[src/source/rdmx_defines.svh]
/* Widths, FIFO depths and fixed RDMX header field values
   The header fills one beat so RDMX_DATA_W and RDMX_KEEP_W must stay 512 and 64 */
`ifndef RDMX_DEFINES_SVH
`define RDMX_DEFINES_SVH

// ==============================
// Bus widths
// ==============================
`define RDMX_DATA_W       512
`define RDMX_KEEP_W       64
`define RDMX_ADDR_W       64
`define RDMX_USER_W       40
`define RDMX_LEN_W        16

// Input buffering in entries
`define RDMX_DATA_DEPTH   32
`define RDMX_META_DEPTH   8

// Header lengths in bytes
`define RDMX_IP_HDR_LEN   20
`define RDMX_UDP_HDR_LEN  8
`define RDMX_HDR_LEN      22

// ==============================
// Fixed header field values
// ==============================
`define RDMX_SRC_MAC      48'hC400_AD00_0002
`define RDMX_SRC_IP       32'h0A01_0102
`define RDMX_DST_IP       32'h0A01_01FF
`define RDMX_SRC_PORT     16'd1000
`define RDMX_DST_PORT     16'd32002
`define RDMX_MAGIC        16'h0122
`define RDMX_IP_ID        16'hDEAD
`define RDMX_IP_FLAGS     16'h4000
`define RDMX_IP_VER_DSF   16'h4500
`define RDMX_IP_TTL_PROT  16'h4011

`endif

[src/source/stream_fifo.sv]
/* Single-clock FIFO with fall-through read from the head slot
   A write appears at the head one cycle later */
`timescale 1ns/1ps
`default_nettype none

`include "rdmx_defines.svh"

module stream_fifo #(
   parameter int WIDTH = `RDMX_DATA_W,
   parameter int DEPTH = `RDMX_META_DEPTH
) (
   input  wire              dst_clk,
   input  wire              dst_resetn,
   input  wire  [WIDTH-1:0] in_data,
   input  wire              in_valid,
   output logic             in_ready,
   output logic [WIDTH-1:0] out_data,
   output logic             out_valid,
   input  wire              out_ready,
   output logic             in_stalled
);

   localparam int PTR_W = (DEPTH > 1) ? $clog2(DEPTH) : 1;
   localparam int CNT_W = $clog2(DEPTH + 1);

   logic [WIDTH-1:0] mem [DEPTH];
   logic [PTR_W-1:0] wr_ptr;
   logic [PTR_W-1:0] rd_ptr;
   logic [CNT_W-1:0] count;
   logic             push;
   logic             pop;

   // Occupancy drives both handshakes
   assign in_ready   = (count < CNT_W'(DEPTH));
   assign out_valid  = (count != '0);
   assign out_data   = mem[rd_ptr];
   assign push       = in_valid & in_ready;
   assign pop        = out_valid & out_ready;
   // Valid input turned away by a full buffer
   assign in_stalled = in_valid & ~in_ready;

   always_ff @(posedge dst_clk) begin
      if (!dst_resetn) begin
         wr_ptr <= '0;
         rd_ptr <= '0;
         count  <= '0;
      end else begin
         if (push) begin
            wr_ptr <= (wr_ptr == PTR_W'(DEPTH - 1)) ? '0 : wr_ptr + 1'b1;
         end
         if (pop) begin
            rd_ptr <= (rd_ptr == PTR_W'(DEPTH - 1)) ? '0 : rd_ptr + 1'b1;
         end
         case ({push, pop})
            2'b10:   count <= count + 1'b1;
            2'b01:   count <= count - 1'b1;
            default: count <= count;
         endcase
      end
   end

   // Storage array
   always_ff @(posedge dst_clk) begin
      if (push) begin
         mem[wr_ptr] <= in_data;
      end
   end

   // Pointers meet only when the buffer is empty or full
   assert property (@(posedge dst_clk) disable iff (!dst_resetn)
      (wr_ptr == rd_ptr) == (count == '0 || count == CNT_W'(DEPTH)));

   // Refused head entry stays in place until popped
   assert property (@(posedge dst_clk) disable iff (!dst_resetn)
      out_valid && !out_ready |=> out_valid && $stable(out_data));

endmodule

`default_nettype wire

[config.mk]
export PLATFORM = sky130hd
export DESIGN_NAME = stream_fifo
export DESIGN_NICKNAME = d
export VERILOG_FILES = /design/src/source/stream_fifo.sv
export VERILOG_INCLUDE_DIRS = /design/src /design/src/source
export SDC_FILE = /design/constraint.sdc
export NUM_CORES = 2
export LEC_CHECK = 0
export BUFFER_PORTS_ARGS = -buffer_cell sky130_fd_sc_hd__clkbuf_2
export CAP_MARGIN = 20
export CORE_MARGIN = 2
export CORE_UTILIZATION = 50
export CTS_CLUSTER_SIZE = 25
export DETAILED_ROUTE_END_ITERATION = 6
export PLACE_DENSITY = 0.73
export SLEW_MARGIN = 25
export SYNTH_ARGS = -nofsm -noshare
export SYNTH_HDL_FRONTEND = slang
export SYNTH_SLANG_ARGS = --single-unit
[constraint.sdc]
create_clock -name dst_clk -period 48.8 [get_ports dst_clk]
set_clock_uncertainty 0.2 [all_clocks]
set_input_delay 2.44 -clock dst_clk [delete_from_list [all_inputs] [get_ports dst_clk]]
set_output_delay 2.44 -clock dst_clk [all_outputs]
set_load 0.005 [all_outputs]
==> results.cfg <==
[sta]
fin_crit_ps = 10130
rsz0062_at_grt = false
min_period_over_period_pct = 20.75
hold_ws_ps = 306.0
max_slew_margin_pct = 30.44
final-setup-viol-count = 0
worstMarginPinSlew_ps = 1043
finalHoldViolations = 0
slew_violations = 0
fin_setup_tns_ps = 0
max_freq_mhz = 98.74

[placed_design]
dp_hpwl_mm = 196.8
dp_cells = 10960
place_congestion = 0.7719
portBuffers = 1030

[pwr]
power.density_nw_per_um2 = 47.55
ir_drop_uv = 39.83
power.leakage_nw = 55.77

[floorplanning]
ios = 1031
die_w_um = 559
die_h_um = 559
rows = 203
start_util_pct = 50.32
core_um2 = 306100
dieArea_um2 = 312500

[logic_synthesis]
synthDominantCellAreaShare_pct = 79.86
yosys.area.top_type = edfxtp_1
async_reset_ff_share_pct = 0
synthTopCellsByArea = edfxtp_1 80%, mux4_2 15%, mux2_2 3.7%, buf_2 0.34%, clkbuf_1 0.33%
ys_seq_elements = 4109
syn_nets = 6517
synth-seq-area-share_pct = 80.03
synth_edf_count = 4096
synthCells = 5994
syn_avg_cell_area_um2 = 25.69
synth_flop_cell = edfxtp_1
synth_cell_types = 29
syn_area_um2 = 154000
yosys_warnings = 0

[clock_network]
hold_buffers = 0
post-cts-setup-buffers = 0
cts_sinks = 4109
ctsResizeCount = 0
clk_pin_slew_ps = 60
htree_levels = 5
clk_path_buf_depth = 4
cts-root-buf = clkbuf_16
clk_latency_ps = 910
cts_buffers = 399
cts_tree = built

[detailed_routing]
via_per_inst = 5.883
dr.pass1.iters = 6
vias = 68980
routed_wl_mm = 336.4
detail-route-antenna-nets = 0
drc_errors = 0
wire_per_inst_um = 28.69
dr.first_iter.drc_count = 7181

[worst_hold_path]
hold_class = reg -> reg

[global_routing]
antenna_found_initial = 105
grt.total_usage_pct = 21.20
grt_max_degree = 131
grt_pass1_wl_mm = 491.3
grt_pass1_vias = 70910
grt-ovfl-total = 0

[worst_setup_path]
required_ps = 46160
cp_num_buf_inv = 7
crit_type = reg -> out
crit_top_cell = buf_4
worstSetupStartpointType = register
worstPathCellList = buf_4, buf_4, buf_4, buf_4, buf_12, buf_4, mux4_2, mux2_2, clkbuf_2
crit_slowest_cell = buf_4
crit_family = buffers and inverters
critPathMaxStageDelay_ps = 820
cp.arrival_ps = 7490
critical_path.endpoint_type = primary output
crit_fanout = 100

[job]
drv_cap = 0

[layout]
fill_cells = 21160
syn2layout_area_growth_pct = 14.83
stdcell_count = 11730
layout.nets = 7788
drive_above_1_share_pct = 42.72
seqCellArea_um2 = 123300
multi_input_area_um2 = 29290

[status]
status = complete, no violations
## final timing paths
path	startpoint	cells after the start	endpoint	slack, ps
min reg2reg	rd_ptr[2]	2	register	310
min	rd_ptr[2]	2	register	310
max	register	9	out_data[176]	38670
max reg2reg	wr_ptr[0]	7	mem[7][418]	42500
## Yosys cell counts, types with 3 or more instances
library cell / count
mux2i_1: 3
edfxtp_1: 4096
dfxtp_1: 13
nand2_1: 7
nor2b_1: 6
clkbuf_1: 136
mux2_2: 512
buf_6: 41
mux4_2: 1024
a21oi_1: 6
nand2b_1: 3
buf_1: 4
buf_2: 106
nor3_1: 7
ha_1: 7
nor2_1: 4
## power by group
group	switching (W)	internal (W)
combinational	0.000709	0.000717
clock	0.00129	0.00167
sequential	0.0000302	0.00399
## worst min-delay path, stage by stage (launching register included)
cell      delay (ps)
dfxtp_1          310
nand2_1           50
a21boi_0         100
## routing by layer
layer	up-vias	GRT usage, %	wire (um)
li1	28550	-	-
met1	36790	28.06	127500
met2	2912	34.29	165900
met3	622	6.345	33280
met4	108	6.048	8940
met5	-	0	726
## area by class of cell
class | instances | share of cell area [%]
Multi-Input combinational cell | 1596 | 16.56
Tap cell | 4100 | 2.901
Inverter | 2 | 0.004245
Sequential cell | 4109 | 69.70
Antenna cell | 39 | 0.05519
Clock inverter | 237 | 1.298
Clock buffer | 486 | 5.867
Timing Repair Buffer | 1157 | 3.611
## per-stage QoR
stage,utilization (%),area (um2),total power (W),worst slack (ps)
floorplan,-,154000,0.005156,9254
global placement,53.59,164000,0.005508,39360
detailed placement,53.60,164000,0.005534,39280
CTS,57.74,176700,0.008484,38260
global route,57.76,176800,0.008696,37820
finish,57.78,176800,0.008409,38670
## cell families (layout without fill, tap and decap cells)
group           after synthesis  count (layout)  share of synthesized area (%)
fa+ha+maj                     7               7                        0.05687
flops                      4109            4109                          80.03
other cells                   0              39                              0
buf+inv                     289            1882                         0.9903
mux                        1539            1539                          18.74
xor+xnor                      3               3                        0.01706
compound gates               11              11                        0.04306
simple gates                 36              36                         0.1235
## sequential cells by signal, indices dropped and copies added, names as in the netlist, named ones only
name    flops
rd_ptr      3
wr_ptr      3
mem      4096
count       4
## layout by cell type, fill, tap and decap left out, types with 5 or more instances in the layout
master,netlist,final
buf_12,0,20
diode_2,0,39
buf_4,0,104
dfxtp_1,13,10
clkinv_1,0,103
clkinv_16,0,15
nand2_1,7,7
ha_1,7,7
mux4_2,1024,1024
nor2b_1,6,6
a21oi_1,6,6
clkbuf_2,0,1030
clkbuf_16,0,402
clkinv_2,0,64
mux2_2,512,512
edfxtp_1,4096,4096
clkbuf_1,136,84
bufinv_16,0,28
clkinvlp_4,0,11
inv_6,0,5
Note: power is estimated with default switching activity, not from simulation.
