===== config.mk =====
export PLATFORM = sky130hd
export DESIGN_NAME = rdmx_tx_sequencer
export DESIGN_NICKNAME = d
export VERILOG_FILES = /design/src/source/rdmx_pkg.sv /design/src/source/rdmx_tx_sequencer.sv
export VERILOG_INCLUDE_DIRS = /design/src /design/src/source
export SDC_FILE = /design/constraint.sdc
export NUM_CORES = 1
export LEC_CHECK = 0
export ABC_AREA = 1
export ABC_CLOCK_PERIOD_IN_PS = 5700
export BUFFER_PORTS_ARGS = -buffer_cell sky130_fd_sc_hd__buf_2
export CORE_AREA = 2 2 634 636
export DETAILED_ROUTE_END_ITERATION = 10
export DIE_AREA = 0 0 636 638
export PLACE_DENSITY = 0.3
export SKIP_CTS_REPAIR_TIMING = 1
export SYNTH_ARGS = -nofsm -noshare
export SYNTH_HDL_FRONTEND = slang
export SYNTH_SLANG_ARGS = --single-unit

===== constraint.sdc =====
create_clock -name dst_clk -period 5.7 [get_ports dst_clk]
set_input_delay 0.57 -clock dst_clk [delete_from_list [all_inputs] [get_ports dst_clk]]
set_output_delay 0.57 -clock dst_clk [all_outputs]
set_load 0.02 [all_outputs]

===== src/source/rdmx_defines.svh =====
/* Widths, FIFO depths and fixed RDMX header field values
   The header fills one beat so RDMX_DATA_W and RDMX_KEEP_W must stay 512 and 64 */
`ifndef RDMX_DEFINES_SVH
`define RDMX_DEFINES_SVH

// ==============================
// Bus widths
// ==============================
`define RDMX_DATA_W       512
`define RDMX_KEEP_W       64
`define RDMX_ADDR_W       64
`define RDMX_USER_W       40
`define RDMX_LEN_W        16

// Input buffering in entries
`define RDMX_DATA_DEPTH   32
`define RDMX_META_DEPTH   8

// Header lengths in bytes
`define RDMX_IP_HDR_LEN   20
`define RDMX_UDP_HDR_LEN  8
`define RDMX_HDR_LEN      22

// ==============================
// Fixed header field values
// ==============================
`define RDMX_SRC_MAC      48'hC400_AD00_0002
`define RDMX_SRC_IP       32'h0A01_0102
`define RDMX_DST_IP       32'h0A01_01FF
`define RDMX_SRC_PORT     16'd1000
`define RDMX_DST_PORT     16'd32002
`define RDMX_MAGIC        16'h0122
`define RDMX_IP_ID        16'hDEAD
`define RDMX_IP_FLAGS     16'h4000
`define RDMX_IP_VER_DSF   16'h4500
`define RDMX_IP_TTL_PROT  16'h4011

`endif


===== src/source/rdmx_pkg.sv =====
/* Shared types of the RDMX transmit back end */
`default_nettype none

`include "rdmx_defines.svh"

package rdmx_pkg;

   // ==============================
   // Sequencer states
   // ==============================
   typedef enum logic [1:0] {
      TX_IDLE,
      TX_HEADER,
      TX_PAYLOAD
   } tx_state_t;

   // One full beat on the data path
   typedef logic [`RDMX_DATA_W-1:0] data_beat_t;

   // Byte enables of one beat
   typedef logic [`RDMX_KEEP_W-1:0] keep_t;

   // Payload length in bytes
   typedef logic [`RDMX_LEN_W-1:0]  pkt_len_t;

   // Remote target address
   typedef logic [`RDMX_ADDR_W-1:0] target_addr_t;

   // Flags in the top byte, user field below
   typedef logic [`RDMX_USER_W-1:0] user_field_t;

   // Packet sequence number
   typedef logic [15:0]             seq_num_t;

endpackage

`default_nettype wire


===== src/source/rdmx_tx_sequencer.sv =====
/* Sends one header beat and then the packet's data beats with tx_last from the data FIFO
   Assumes length and address heads stay stable until popped */
`timescale 1ns/1ps
`default_nettype none

`include "rdmx_defines.svh"

module rdmx_tx_sequencer
   import rdmx_pkg::*;
(
   input  wire             dst_clk,
   input  wire             dst_resetn,
   input  wire             len_valid,
   input  wire             addr_valid,
   output logic            meta_pop,
   input  wire pkt_len_t   len_head,
   input  wire data_beat_t header_beat,
   input  wire data_beat_t data_head,
   input  wire             data_last,
   input  wire             data_valid,
   output logic            data_pop,
   output seq_num_t        seq_num,
   output data_beat_t      tx_data,
   output keep_t           tx_keep,
   output logic            tx_last,
   output logic            tx_valid,
   input  wire             tx_ready
);

   // Low length bits give the byte count of a partial last beat
   localparam int REM_W = $clog2(`RDMX_KEEP_W);

   tx_state_t         state;
   pkt_len_t          len_latch;
   logic [REM_W-1:0]  rem_bytes;
   logic              meta_ok;

   // Header waits for both metadata entries
   assign meta_ok   = len_valid & addr_valid;
   assign meta_pop  = (state == TX_HEADER) & meta_ok & tx_ready;
   assign data_pop  = (state == TX_PAYLOAD) & data_valid & tx_ready;
   assign rem_bytes = len_latch[REM_W-1:0];

   // ==============================
   // Output mux
   // ==============================
   always_comb begin
      tx_data  = '0;
      tx_valid = 1'b0;
      tx_last  = 1'b0;
      tx_keep  = '1;
      case (state)
         TX_HEADER: begin
            tx_data  = header_beat;
            tx_valid = meta_ok;
         end
         TX_PAYLOAD: begin
            tx_data  = data_head;
            tx_valid = data_valid;
            tx_last  = data_last;
            // Remainder zero means the last beat is full
            if (data_last && rem_bytes != '0) begin
               tx_keep = (keep_t'(1) << rem_bytes) - keep_t'(1);
            end
         end
         default: ;
      endcase
   end

   // ==============================
   // State and sequence counter
   // ==============================
   always_ff @(posedge dst_clk) begin
      if (!dst_resetn) begin
         state   <= TX_IDLE;
         seq_num <= '0;
      end else begin
         case (state)
            TX_IDLE: begin
               seq_num <= seq_num_t'(1);
               state   <= TX_HEADER;
            end
            TX_HEADER: begin
               if (meta_pop) begin
                  seq_num <= seq_num + 1'b1;
                  state   <= TX_PAYLOAD;
               end
            end
            TX_PAYLOAD: begin
               if (data_pop && data_last) begin
                  state <= TX_HEADER;
               end
            end
            default: state <= TX_IDLE;
         endcase
      end
   end

   // Length of the frame in flight for the last keep
   always_ff @(posedge dst_clk) begin
      if (meta_pop) begin
         len_latch <= len_head;
      end
   end

   // A ready header has its packet's first data beat buffered behind it
   assert property (@(posedge dst_clk) disable iff (!dst_resetn)
      state == TX_HEADER && tx_valid |-> data_valid);

   // Stalled beat holds with FIFO heads and header inputs
   assert property (@(posedge dst_clk) disable iff (!dst_resetn)
      tx_valid && !tx_ready |=> tx_valid && $stable(tx_data) && $stable(tx_last));

endmodule

`default_nettype wire


==> results.toml <==
[grt]
antenna_found_initial = 343
grt_pass1_vias = 23400
grt-ovfl-total = 0
grt_usage = 0.152
grt_start_max_net_pins = 127
grt_pass1_wl_um = 375000

[cts]
cts_sinks = 24
ctsHtreeMaxLevel = 1
cts_tree = "yes"
numCtsBuffers = 3
clk_latency_ns = 0.30
root_buffer = "clkbuf_16"
clkTransAtPathRegs_ns = 0.09
clockBufferDepth = 2

[sta]
worst_slack_ns = 1.63
fmax_mhz = 246
rsz0062_at_grt = "false"
setup_viol = 0
slew_headroom = 0.335
worst_slew_pin_slew_ns = 0.997
period_share = 0.714
skew_ns = 0.0205
period_minus_slack_ns = 4.07
hold_violations = 0
slew_viol_final = 0
final.setup.tns_ns = 0

[cells_and_area]
fill_cells = 48200
utilization = 0.0648
final_area_um2 = 25800
area_growth_pct = 136
fin_nets = 5016
final-seq-area_um2 = 541
drive_above_1_share = 0.438
multiInputGateArea_um2 = 9280

[critical_path]
start_kind = "flop"
path_class = "reg -> out"
end_kind = "output port"
cp.arrival_ns = 3.50
worstReg2RegStart = "state[1]"
r2r_slack_ns = 2.53
crit_fanout = 10
r2r_end = "seq_num[15]"
rr_worst_depth = 13
cp.required_ns = 5.13

[floorplan]
die_area_um2 = 406000
rows = 232
chipHeight_um = 638
die_w_um = 636
start_util = 0.0275
core_area_um2 = 399000
pin_count = 1643

[job]
max-cap-violations = 0

[routing]
routedWlPerCell_um = 34.8
drt_pre_antenna_iters = 5
num_vias = 25100
drtIter0Drc = 1954
viasPerCell = 2.70
drtAntennaViolNets = 0
wl_um = 325000
drc = 0

[logic_synthesis]
netlist_instances = 2470
syn-cell-area_um2 = 11000
synth_most_common_cell = "nand2_1"
synth_area_per_cell_um2 = 4.43
ys_seq_area_frac = 0.0493
async_flop_share = 0
ys_warn_count = 0
yosys.area.top_type_share = 0.427
synth_flop_cell = "dfxtp_1"
synth_seq_cells = 24
synth_top_area_cell = "nand2_1"
synth_edf_count = 6
yosysUniqueCellTypes = 34
synthTopCellsByCount = "nand2_1 (1247), a21oi_1 (541), clkbuf_1 (164)"
synthTopCellsByArea = "nand2_1 (43%), a21oi_1 (25%), clkbuf_1 (5.6%)"
syn_nets = 3523

[pwr]
cellPowerDensity_nw_per_um2 = 388
peakVddDrop_mv = 0.402
p_leak_nw = 11.2

[place]
post-place-ws_ns = 2.05
place.gp.congestion = 1.12
io_buffers = 1631
hpwl_um = 305000
place_area_um2 = 25500

[min_path]
min_path_cells = 1
hp-start = "len_head[1]"
hold_class = "in -> reg"
min_to = "len_latch[1]"

[status]
status = "finished clean"
[through the flow]
| stage | cells | total power [mW] | hold slack [ns] |
|---|---|---|---|
| after floorplan | 2470 | 4.28 | 0.494 |
| final | 9320 | 10.0 | 0.440 |
| after CTS | 9227 | 10.4 | 0.433 |
| after global placement | 9223 | 10.2 | 0.504 |
| after detailed placement | 9223 | 10.2 | 0.502 |
| after global routing | 9292 | 10.7 | 0.438 |
[kinds of logic after synthesis]
kind of cell | Yosys count | synth area share
compound gates | 578 | 0.266
flops | 24 | 0.0493
xor+xnor | 3 | 0.00240
fa+ha+maj | 6 | 0.00685
buf+inv | 297 | 0.106
other cells | 1 | 0.000342
simple gates | 1561 | 0.569
[area by class of cell]
class                      count  area share
timing repair buffer        1690       0.338
multi-input combinational   2149       0.359
sequential                    24      0.0209
inverter                      95      0.0141
clock buffer                   4     0.00387
antenna                       93     0.00901
tap                         5265       0.255
[placed cells by master (no fill, tap or decap), types with 18 or more instances in the layout]
cell type,netlist,final
inv_1,88,86
o21ai_0,22,22
buf_2,17,1631
buf_4,2,49
nand4_1,52,52
nand3_1,65,65
dfxtp_1,18,18
nand2_1,1247,1247
nor2_1,149,149
a21oi_1,541,541
diode_2,0,93
[worst max-delay path, stage by stage, from the launching register on]
cell and delay [ns]:
edfxtp_1 0.59, buf_4 0.26, nand3_1 0.09, nor2_1 0.60
nand3_1 0.38, nand2_1 0.20, nor2_1 0.06, nand2_2 0.13
inv_2 0.04, nand2_1 0.20, nor2_1 0.13, nand2_1 0.08
nand2_1 0.04, nand3_1 0.14, buf_2 0.23
[routing by layer]
layer | track usage | routed length (µm) | vias up
met1 | 0.161 | 114000 | 11700
met2 | 0.267 | 156000 | 1639
met4 | 0.0363 | 12700 | 120
met3 | 0.0785 | 41000 | 612
met5 | 0 | 793 | -
li1 | - | - | 11000
[where the power goes]
part | internal [mW] | switching [mW] | total (mW)
clock | 0.123 | 0.0942 | 0.218
sequential | 0.186 | 0.0151 | 0.201
combinational | 1.87 | 7.73 | 9.60
[sequential cells by signal, summed over array words and instances, names as in the netlist]
signal	flops
seq_num	16
len_latch	6
state	2
[worst max-delay path by stage]
stage,from,to,cells after the start
after floorplan,len_latch[2],tx_keep[24],12
after global placement,len_latch[2],tx_keep[60],14
after detailed placement,len_latch[2],tx_keep[60],14
after CTS,len_latch[2],tx_keep[60],14
after global routing,len_latch[2],tx_keep[60],14
final,len_latch[2],tx_keep[60],14
No activity file was read; power rests on OpenSTA's default activity.
