## src/source/rdmx_defines.svh

```systemverilog
/* Widths, FIFO depths and fixed RDMX header field values
   The header fills one beat so RDMX_DATA_W and RDMX_KEEP_W must stay 512 and 64 */
`ifndef RDMX_DEFINES_SVH
`define RDMX_DEFINES_SVH

// ==============================
// Bus widths
// ==============================
`define RDMX_DATA_W       512
`define RDMX_KEEP_W       64
`define RDMX_ADDR_W       64
`define RDMX_USER_W       40
`define RDMX_LEN_W        16

// Input buffering in entries
`define RDMX_DATA_DEPTH   32
`define RDMX_META_DEPTH   8

// Header lengths in bytes
`define RDMX_IP_HDR_LEN   20
`define RDMX_UDP_HDR_LEN  8
`define RDMX_HDR_LEN      22

// ==============================
// Fixed header field values
// ==============================
`define RDMX_SRC_MAC      48'hC400_AD00_0002
`define RDMX_SRC_IP       32'h0A01_0102
`define RDMX_DST_IP       32'h0A01_01FF
`define RDMX_SRC_PORT     16'd1000
`define RDMX_DST_PORT     16'd32002
`define RDMX_MAGIC        16'h0122
`define RDMX_IP_ID        16'hDEAD
`define RDMX_IP_FLAGS     16'h4000
`define RDMX_IP_VER_DSF   16'h4500
`define RDMX_IP_TTL_PROT  16'h4011

`endif

```

## src/source/rdmx_pkg.sv

```systemverilog
/* Shared types of the RDMX transmit back end */
`default_nettype none

`include "rdmx_defines.svh"

package rdmx_pkg;

   // ==============================
   // Sequencer states
   // ==============================
   typedef enum logic [1:0] {
      TX_IDLE,
      TX_HEADER,
      TX_PAYLOAD
   } tx_state_t;

   // One full beat on the data path
   typedef logic [`RDMX_DATA_W-1:0] data_beat_t;

   // Byte enables of one beat
   typedef logic [`RDMX_KEEP_W-1:0] keep_t;

   // Payload length in bytes
   typedef logic [`RDMX_LEN_W-1:0]  pkt_len_t;

   // Remote target address
   typedef logic [`RDMX_ADDR_W-1:0] target_addr_t;

   // Flags in the top byte, user field below
   typedef logic [`RDMX_USER_W-1:0] user_field_t;

   // Packet sequence number
   typedef logic [15:0]             seq_num_t;

endpackage

`default_nettype wire

```

## src/source/rdmx_header_gen.sv

```systemverilog
/* Combinational 64-byte Ethernet/IPv4/UDP/RDMX header, byte 0 in the low lane
   IPv4 checksum folds the carry once and the UDP checksum is sent as zero */
`timescale 1ns/1ps
`default_nettype none

`include "rdmx_defines.svh"

module rdmx_header_gen
   import rdmx_pkg::*;
(
   input  wire pkt_len_t     payload_len,
   input  wire target_addr_t target_addr,
   input  wire user_field_t  user_field,
   input  wire seq_num_t     seq_num,
   output data_beat_t        header_beat
);

   localparam int NBYTES = `RDMX_DATA_W / 8;

   // Broadcast destination and IPv4 frame type
   localparam logic [47:0] ETH_DST_MAC  = 48'hFFFF_FFFF_FFFF;
   localparam logic [15:0] ETH_TYPE     = 16'h0800;
   localparam logic [31:0] SRC_IP       = `RDMX_SRC_IP;
   localparam logic [31:0] DST_IP       = `RDMX_DST_IP;
   localparam logic [39:0] RESERVED     = '0;

   // Bytes ahead of the payload inside the IP and UDP datagrams
   localparam pkt_len_t IP_OVERHEAD  =
      pkt_len_t'(`RDMX_IP_HDR_LEN + `RDMX_UDP_HDR_LEN + `RDMX_HDR_LEN);
   localparam pkt_len_t UDP_OVERHEAD = pkt_len_t'(`RDMX_UDP_HDR_LEN + `RDMX_HDR_LEN);

   pkt_len_t    ip_len;
   pkt_len_t    udp_len;
   logic [31:0] cs_sum;
   logic [15:0] cs_fold;
   logic [15:0] ip_csum;
   data_beat_t  hdr_be;

   assign ip_len  = payload_len + IP_OVERHEAD;
   assign udp_len = payload_len + UDP_OVERHEAD;

   // ==============================
   // IPv4 header checksum
   // ==============================
   // Nine half-words, checksum field itself counted as zero
   assign cs_sum = `RDMX_IP_VER_DSF
                 + ip_len
                 + `RDMX_IP_ID
                 + `RDMX_IP_FLAGS
                 + `RDMX_IP_TTL_PROT
                 + SRC_IP[31:16]
                 + SRC_IP[15:0]
                 + DST_IP[31:16]
                 + DST_IP[15:0];

   // One fold is enough for nine 16-bit terms in practice
   assign cs_fold = cs_sum[15:0] + cs_sum[31:16];
   assign ip_csum = ~cs_fold;

   // ==============================
   // Field layout, wire order
   // ==============================
   // First byte on the wire sits in the top lane here
   assign hdr_be = {
      // Ethernet header of 14 bytes
      ETH_DST_MAC, `RDMX_SRC_MAC, ETH_TYPE,
      // IPv4 header of 20 bytes
      `RDMX_IP_VER_DSF, ip_len, `RDMX_IP_ID, `RDMX_IP_FLAGS,
      `RDMX_IP_TTL_PROT, ip_csum, SRC_IP, DST_IP,
      // UDP header of 8 bytes
      `RDMX_SRC_PORT, `RDMX_DST_PORT, udp_len, 16'h0000,
      // RDMX header of 22 bytes
      `RDMX_MAGIC, target_addr, seq_num,
      user_field[31:0], user_field[39:32], RESERVED
   };

   // MAC sends the low byte first, so swap lanes end for end
   always_comb begin
      for (int i = 0; i < NBYTES; i++) begin
         header_beat[i*8 +: 8] = hdr_be[(NBYTES-1-i)*8 +: 8];
      end
   end

endmodule

`default_nettype wire

```

## config.mk

```make
export PLATFORM = sky130hd
export DESIGN_NAME = rdmx_header_gen
export DESIGN_NICKNAME = d
export VERILOG_FILES = /design/src/source/rdmx_pkg.sv /design/src/source/rdmx_header_gen.sv
export VERILOG_INCLUDE_DIRS = /design/src /design/src/source
export SDC_FILE = /design/constraint.sdc
export NUM_CORES = 1
export LEC_CHECK = 0
export BUFFER_PORTS_ARGS = -buffer_cell sky130_fd_sc_hd__clkbuf_2
export CAP_MARGIN = 15
export CORE_AREA = 2 2 252 254
export DETAILED_ROUTE_END_ITERATION = 16
export DIE_AREA = 0 0 254 256
export GPL_TIMING_DRIVEN = 0
export PLACE_DENSITY_LB_ADDON = 0.05
export RECOVER_POWER = 100
export SLEW_MARGIN = 25
export SYNTH_ARGS = -nofsm -noshare
export SYNTH_HDL_FRONTEND = slang
export SYNTH_SLANG_ARGS = --single-unit
```

## constraint.sdc

```tcl
create_clock -name vclk -period 5.5
set_clock_uncertainty 0.15 [all_clocks]
set_input_delay 0.825 -clock vclk [all_inputs]
set_output_delay 0.825 -clock vclk [all_outputs]
set_load 0.05 [all_outputs]
```

==> impl_metrics.env, run 1 <==
export IMPL_tightest_slew_ns=0.832
export IMPL_p_sw_share_pct=74.2
export IMPL_power_leakage_nw=4.63
export IMPL_fillCellCount=7439
export IMPL_synth_cell_area_mm2=0.00505
export IMPL_multi_input_area_mm2=0.00301
export IMPL_mostFrequentLayoutCells="buf_4, conb_1, clkbuf_1"
export IMPL_comb_power_share_pct=100.0
export IMPL_dieArea_mm2=0.0650
export IMPL_cp_max_fo=5
export IMPL_worstPathArrival_ns=4.30
export IMPL_grt_max_degree=11
export IMPL_core_area_mm2=0.0624
export IMPL_synth_top_area_share_pct=69.8
export IMPL_seq_cells=0
export IMPL_cp_start_kind="input port"
export IMPL_fin_nets=1396
export IMPL_setup_viol_count_final=0
export IMPL_synthTopCellsByArea="buf_4, xnor2_1, xor2_1"
export IMPL_pwr_share_seq_pct=0
export IMPL_ys_warnings_count=0
export IMPL_start_util_pct=8.10
export IMPL_fin_crit_ns=5.28
export IMPL_grt_usage_pct=6.12
export IMPL_holdPathStages=2
export IMPL_die_h_um=256
export IMPL_cap_violations=0
export IMPL_syn_mean_instance_area_um2=7.40
export IMPL_drt_iter0_drc=84
export IMPL_dr_pass1_iters=4
export IMPL_num_vias=4742
export IMPL_ys_seq_area_share_pct=0
export IMPL_portBuffers=180
export IMPL_clkPwrFrac_pct=0
export IMPL_final_setup_tns_ns=0
export IMPL_max_freq_mhz=190
export IMPL_drc=0
export IMPL_cp_end_kind="output port"
export IMPL_drive_gt1_share_pct=48.6
export IMPL_final_max_slew_viol_count=0
export IMPL_grt_first_pass_wirelength_um=29300
export IMPL_wl_per_cell_um=10.6
export IMPL_grt_antenna_before_repair=2
export IMPL_dp_hpwl_um=20900
export IMPL_io_pins=648
export IMPL_rows=92
export IMPL_place_gp_congestion=0.664
export IMPL_wl_um=22200
export IMPL_status="finished, final reports clean"
export IMPL_final_common_cell="buf_4"
export IMPL_worst_setup_path_type="in -> out"
export IMPL_power_switching_mw=1.06
export IMPL_overflow=0
export IMPL_die_w_um=254
export IMPL_synth_distinct_cells=59
export IMPL_yosys_area_top_type="buf_4"
export IMPL_crit_required_ns=4.53
export IMPL_period_share_pct=95.9
export IMPL_grt_pass1_vias=4359
export IMPL_ir_drop_mv=0.0408
export IMPL_p_total_mw=1.43
export IMPL_ff_latch_area_um2=0
export IMPL_power_density_mw_per_mm2=161
export IMPL_nClkBuffers=0
export IMPL_p_int_mw=0.369
export IMPL_syn2layout_area_growth_pct=75.1
export IMPL_hp_class="in -> out"
export IMPL_viasPerCell=2.26
export IMPL_ant_nets=0
export IMPL_hold_viol=0
export IMPL_synthCells=683
export IMPL_slew_headroom_pct=44.8
==> worst max-delay path, cell delays in order <==
cell	delay, ns
buf_4	0.13
ha_2	0.17
buf_6	0.13
a211oi_4	0.26
or3_4	0.17
and3_4	0.24
a21o_4	0.14
a21oi_4	0.06
o21ai_4	0.18
nand2_4	0.11
ha_4	0.27
a21o_1	0.12
nand2_2	0.08
nor2_4	0.11
nand4_1	0.17
a211oi_4	0.38
nand2_2	0.13
nor4b_4	0.23
xnor2_1	0.16
clkbuf_8	0.21
==> worst paths after layout <==
check / end / slack (ns) / from
worst max-delay path: header_beat[199] / 0.22 / payload_len[2]
worst min-delay path: header_beat[416] / 1.88 / seq_num[8]
==> logic make-up after synthesis <==
logic type,synth area share (%)
mux,0.198
compound gates,6.66
xor+xnor,8.27
buf+inv,72.7
fa+ha+maj,2.08
simple gates,9.98
other cells,0.149
==> through the flow <==
stage	area [um2]	setup WS, ns	instances	util [%]	hold slack (ns)
detailed placement	8370	-1.06	2052	13.4	1.83
global placement	8360	-1.11	2051	13.4	1.83
CTS	8830	0.00279	2082	14.2	1.83
finish	8850	0.225	2098	14.2	1.88
global route	8850	-0.00627	2097	14.2	1.89
floorplan	6400	0.00915	1025	-	1.67
==> synthesized netlist by cell type, types with 2 or more instances <==
cell      instances
nor3b_1           2
nor3_1           10
xnor2_1          33
inv_1            18
a211oi_2          2
buf_6             4
nand3b_1          2
a21o_1            2
o21ai_0           6
nor2_1           17
conb_1            2
xor2_1           11
a21oi_1           7
a211oi_1          2
nand2_1          20
o21ai_1           2
o31ai_1           2
and3_1            3
buf_2             2
ha_1              6
nand2b_1          3
nand3_1          10
and2_1            3
nand4_1           6
nor3_2            3
buf_4           470
or3_1             3
==> power by group through the flow <==
stage | Sequential [mW] | Combinational (mW) | Clock, mW
finish | 0 | 1.43 | 0.0000000243
global route | 0 | 1.51 | 0
CTS | 0 | 1.42 | 0
detailed placement | 0 | 1.37 | 0
global placement | 0 | 1.37 | 0
floorplan | 0 | 1.22 | 0
==> routing by layer <==
| metal | global-route usage, % | vias up | wire (um) |
|---|---|---|---|
| met5 | 0 | - | 13 |
| met4 | 0.196 | 2 | 88 |
| met3 | 2.21 | 6 | 2480 |
| met2 | 14.1 | 265 | 13600 |
| met1 | 4.73 | 1999 | 5980 |
| li1 | - | 2470 | - |
==> what timing repair did <==
action	in CTS	in global routing
hold buffers	0	0
gates resized for setup	55	23
setup endpoints to repair	11	5
buffers inserted	32	16
pin swaps	30	23
==> final cells by class <==
type / instances / area share (%)
Inverter: 19 / 0.848
Tap cell: 846 / 12.0
Buffer: 477 / 40.8
Timing Repair Buffer: 227 / 12.4
Antenna cell: 1 / 0.0283
Multi-Input combinational cell: 528 / 34.0
Note: power is estimated with default switching activity, not from simulation.
==> inputs of run 2 (changes only) <==
--- a/config.mk
+++ b/config.mk
@@ -8,10 +8,13 @@
 export LEC_CHECK = 0
 export BUFFER_PORTS_ARGS = -buffer_cell sky130_fd_sc_hd__clkbuf_2
 export CAP_MARGIN = 15
-export CORE_AREA = 2 2 252 254
+export CELL_PAD_IN_SITES_DETAIL_PLACEMENT = 0
+export CELL_PAD_IN_SITES_GLOBAL_PLACEMENT = 2
+export CORE_AREA = 2 2 251 253
 export DETAILED_ROUTE_END_ITERATION = 16
-export DIE_AREA = 0 0 254 256
+export DIE_AREA = 0 0 253 255
 export GPL_TIMING_DRIVEN = 0
+export MAX_ROUTING_LAYER = met4
 export PLACE_DENSITY_LB_ADDON = 0.05
 export RECOVER_POWER = 100
 export SLEW_MARGIN = 25
==> run 2 against run 1 <==
Effect of this change:
- utilization barely moved
- sequential cell count did not move
- cell area fell by 0.23%
- maximum frequency fell by 1.1%
- worst hold slack barely moved
- sequential share of layout area did not move
- via count rose by 0.34%
- count of clock-buffer cells in the layout did not move
- die area fell by 0.78%
- setup slack got worse by 0.060 ns
- global-route usage rose by 0.65 points
- largest cell class unchanged
==> impl_metrics.env, run 2 (synthesis results as in run 1) <==
export IMPL_cp_start_kind="input port"
export IMPL_dr_pass1_iters=4
export IMPL_worstHoldStart="seq_num[13]"
export IMPL_grt_pass1_vias=4129
export IMPL_grt_first_pass_wirelength_um=30500
export IMPL_cp_end_kind="output port"
export IMPL_power_leakage_nw=4.64
export IMPL_dieArea_mm2=0.0645
export IMPL_grt_max_degree=11
export IMPL_mostFrequentLayoutCells="buf_4, conb_1, clkbuf_1"
export IMPL_cp_max_fo=4
export IMPL_cts_hold_buf=0
export IMPL_stdcell_count=2050
export IMPL_max_freq_mhz=187
export IMPL_drive_gt1_share_pct=48.8
export IMPL_grt_setup_unrepaired="true"
export IMPL_power_density_mw_per_mm2=164
export IMPL_rows=92
export IMPL_final_max_slew_viol_count=0
export IMPL_ant_nets=0
export IMPL_worstPathArrival_ns=4.36
export IMPL_die_h_um=255
export IMPL_core_area_mm2=0.0622
export IMPL_period_share_pct=97.0
export IMPL_final_setup_tns_ns=0
export IMPL_num_vias=4758
export IMPL_io_pins=648
export IMPL_hold_viol=0
export IMPL_start_util_pct=8.13
export IMPL_n_antenna_cell=0
export IMPL_syn2layout_area_growth_pct=74.7
export IMPL_dp_cells=2005
export IMPL_final_common_cell="buf_4"
export IMPL_grt_usage_pct=6.78
export IMPL_grt_antenna_before_repair=0
export IMPL_crit_required_ns=4.53
export IMPL_dp_hpwl_um=22900
export IMPL_place_gp_congestion=0.701
export IMPL_wl_per_cell_um=11.9
export IMPL_critPathMaxStageDelay_ns=0.42
export IMPL_slowest_stage="or3_4"
export IMPL_viasPerCell=2.32
export IMPL_setup_viol_count_final=0
export IMPL_die_w_um=253
export IMPL_holdPathStages=2
export IMPL_overflow=0
export IMPL_fin_crit_ns=5.34
export IMPL_whs_ns=1.88
export IMPL_fillCellCount=7349
export IMPL_slew_headroom_pct=48.0
export IMPL_fin_nets=1396
export IMPL_cap_violations=0
export IMPL_nClkBuffers=0
export IMPL_drc=0
export IMPL_ir_drop_mv=0.0323
export IMPL_drt_iter0_drc=75
export IMPL_wl_um=24400
export IMPL_status="finished, final reports clean"
export IMPL_hp_class="in -> out"
export IMPL_crit_chain="buf_8 -> buf_8 -> clkinvlp_4 -> ha_4 -> nand2_4 -> or3_4 -> a211oi_4 -> nor3_2 -> nor2_2 -> nor2_4 -> ha_4 -> fa_2 -> nand2_1 -> nor2_2 -> o211ai_1 -> nor3_2 -> buf_4 -> maj3_2 -> nor2_4 -> xnor2_4 -> buf_8"
export IMPL_ff_latch_area_um2=0
export IMPL_tightest_slew_ns=0.783
export IMPL_seq_cells=0
export IMPL_worstHoldEndpoint="header_beat[421]"
export IMPL_worst_setup_path_type="in -> out"
export IMPL_cpMostUsedCell="buf_8"
export IMPL_portBuffers=180
-- run 2: what timing repair did --
item                                    CTS  global route
setup buffers                            32            15
cloned                                    0             0
pin swaps                                39            29
endpoints found under the hold margin     0             0
endpoints found under the setup margin   11             8
resized for setup                        67            19
-- run 2: final cells by class --
cell class / instances / area, um2 / share of cell area [%]
Buffer: 476 / 3610 / 40.8
Tap cell: 799 / 1000 / 11.3
Multi-Input combinational cell: 528 / 2990 / 33.8
Timing Repair Buffer: 228 / 1160 / 13.2
Inverter: 19 / 75.1 / 0.850
-- run 2: how the worst max path moves through the flow --
stage / end / from / cells after the start
2_1_floorplan: header_beat[194] / payload_len[1] / 18
3_3_place_gp: header_beat[198] / payload_len[1] / 20
3_5_place_dp: header_beat[198] / payload_len[1] / 20
4_1_cts: header_beat[194] / payload_len[1] / 21
5_1_grt: header_beat[199] / payload_len[1] / 19
6_report: header_beat[194] / payload_len[1] / 21
-- run 2: critical path, delay by kind of cell --
| kind | cells | cell delay, ns |
|---|---|---|
| buf+inv | 5 | 0.63 |
| compound gates | 2 | 0.47 |
| fa+ha+maj | 4 | 1.16 |
| simple gates | 9 | 1.11 |
| xor+xnor | 1 | 0.13 |
-- run 2: metal layers --
metal,up-vias,share of wire [%],track usage (%)
met5,-,0,-
met3,2,9.5,2.03
met4,0,0.27,0.152
li1,2478,-,-
met2,268,60,14.5
met1,2010,31,6.01
-- run 2: report_power, final --
group	internal, mW	leakage (nW)	total, mW	switching [mW]
Combinational	0.375	4.64	1.44	1.07
Sequential	0	0	0	0
Clock	0	0	0	0
Total	0.375	4.64	1.44	1.07
-- run 2: per-stage QoR --
| step | setup slack (ns) | util (%) | total power, mW | area (um2) |
|---|---|---|---|---|
| 2_1_floorplan | 0.00915 | - | 1.22 | 6400 |
| 3_3_place_gp | -1.20 | 13.3 | 1.38 | 8300 |
| 3_5_place_dp | -1.11 | 13.4 | 1.38 | 8310 |
| 4_1_cts | -0.0468 | 14.2 | 1.43 | 8850 |
| 5_1_grt | -0.0561 | 14.2 | 1.52 | 8830 |
| 6_report | 0.164 | 14.2 | 1.44 | 8830 |
==> inputs of run 3 (changes only) <==
--- a/config.mk
+++ b/config.mk
@@ -17,6 +17,7 @@
 export MAX_ROUTING_LAYER = met4
 export PLACE_DENSITY_LB_ADDON = 0.05
 export RECOVER_POWER = 100
+export SETUP_SLACK_MARGIN = 0.5
 export SLEW_MARGIN = 25
 export SYNTH_ARGS = -nofsm -noshare
 export SYNTH_HDL_FRONTEND = slang
==> run 3 against run 2 <==
Effect of this change:
- sequential share of layout area unchanged
- maximum frequency grew 0.88%
- global-route usage shrank 0.096 points
- utilization increased by 0.29 points
- non-clock buffer count up 4
- wire length fell by 1.8%
- power grew 1.6%
- via count grew 0.42%
- cell count is 0.20% higher
- setup slack better by 0.046 ns
- critical path type unchanged
- critical endpoint unchanged
- largest power group unchanged
==> impl_metrics.env, run 3 (synthesis results as in run 1) <==
export IMPL_hp_class="in -> out"
export IMPL_grt_first_pass_wirelength_um=30300
export IMPL_cp_start_kind="input port"
export IMPL_fin_crit_ns=5.29
export IMPL_final_core_util_pct=14.5
export IMPL_cp_end_kind="output port"
export IMPL_grt_met2_usage_pct=14.3
export IMPL_grt_setup_unrepaired="true"
export IMPL_core_area_mm2=0.0622
export IMPL_drive_gt1_share_pct=49.2
export IMPL_power_leakage_nw=4.71
export IMPL_seq_cells=0
export IMPL_rows=92
export IMPL_power_density_mw_per_mm2=163
export IMPL_dp_slack_ns=-0.891
export IMPL_die_h_um=255
export IMPL_p_total_mw=1.47
export IMPL_ant_nets=0
export IMPL_layout_setup_ws_ns=0.211
export IMPL_grt_antenna_before_repair=0
export IMPL_holdPathStages=2
export IMPL_overflow=0
export IMPL_n_antenna_cell=0
export IMPL_viasPerCell=2.33
export IMPL_cts_hold_buf=0
export IMPL_fin_nets=1400
export IMPL_top_usage_layer="met2"
export IMPL_met3_usage_pct=2.09
export IMPL_slew_headroom_pct=46.3
export IMPL_grt_pass1_vias=4249
export IMPL_final_common_cell="buf_4"
export IMPL_ff_latch_area_um2=0
export IMPL_ir_drop_mv=0.0382
export IMPL_fillCellCount=7319
export IMPL_wl_um=24000
export IMPL_dieArea_mm2=0.0645
export IMPL_mostFrequentLayoutCells="buf_4, conb_1, clkbuf_1"
export IMPL_io_pins=648
export IMPL_drt_iter0_drc=77
export IMPL_worst_setup_path_type="in -> out"
export IMPL_portBuffers=180
export IMPL_worstPathArrival_ns=4.31
export IMPL_final_max_slew_viol_count=0
export IMPL_multi_input_area_mm2=0.00308
export IMPL_grtUsageMet1_pct=5.88
export IMPL_dp_hpwl_um=22500
export IMPL_num_vias=4778
export IMPL_final_setup_tns_ns=0
export IMPL_die_w_um=253
export IMPL_setup_viol_count_final=0
export IMPL_start_util_pct=8.13
export IMPL_tightest_slew_ns=0.808
export IMPL_grt_usage_pct=6.68
export IMPL_crit_required_ns=4.53
export IMPL_max_freq_mhz=189
export IMPL_cp_max_fo=7
export IMPL_dr_pass1_iters=4
export IMPL_wl_per_cell_um=11.7
export IMPL_nClkBuffers=0
export IMPL_status="finished, final reports clean"
export IMPL_grt_max_degree=11
export IMPL_final_area_mm2=0.00901
export IMPL_drc=0
export IMPL_whs_ns=1.88
export IMPL_postPlaceCellArea_mm2=0.00843
export IMPL_stdcell_count=2054
export IMPL_period_share_pct=96.2
export IMPL_cap_violations=0
export IMPL_dp_cells=2005
export IMPL_place_gp_congestion=0.674
export IMPL_hold_viol=0
export IMPL_syn2layout_area_growth_pct=78.3
[run 3: routing by layer]
metal	up-vias	part of all wire, %
li1	2475	-
met1	2036	30
met2	263	60
met3	4	9.6
met4	0	0.43
met5	-	0
[run 3: worst paths after layout]
path,startpoint,endpoint,slack (ns)
max,payload_len[1],header_beat[194],0.21
min,target_addr[32],header_beat[376],1.88
[run 3: worst max-delay path, cell delays in order]
cell	delay (ns)
clkbuf_16	0.11
buf_12	0.11
clkinvlp_4	0.13
ha_4	0.32
nand2_4	0.05
or3_4	0.41
a211oi_4	0.24
nor3_2	0.09
nor2_2	0.13
nor2_4	0.07
ha_4	0.16
fa_2	0.35
nand2_2	0.07
nor2_2	0.04
o211ai_1	0.16
nor3_2	0.09
buf_4	0.16
maj3_2	0.33
nor2_4	0.16
xnor2_4	0.13
buf_8	0.16
[run 3: what timing repair did]
| item | CTS | global route |
|---|---|---|
| buffers inserted | 43 | 6 |
| pin swaps | 41 | 25 |
| setup endpoints to repair | 15 | 11 |
| gates resized for setup | 71 | 24 |
[run 3: layout make-up]
class / count / area share (%)
Multi-Input combinational cell: 528 / 34.2
Timing Repair Buffer: 230 / 13.5
Buffer: 478 / 40.4
Tap cell: 799 / 11.1
Inverter: 19 / 0.833
[run 3: report_power, final]
| group | switching [mW] | total [mW] | internal, mW |
|---|---|---|---|
| logic | 1.07 | 1.47 | 0.394 |
| clock network | 0 | 0 | 0 |
| registers | 0 | 0 | 0 |
| total | 1.07 | 1.47 | 0.394 |
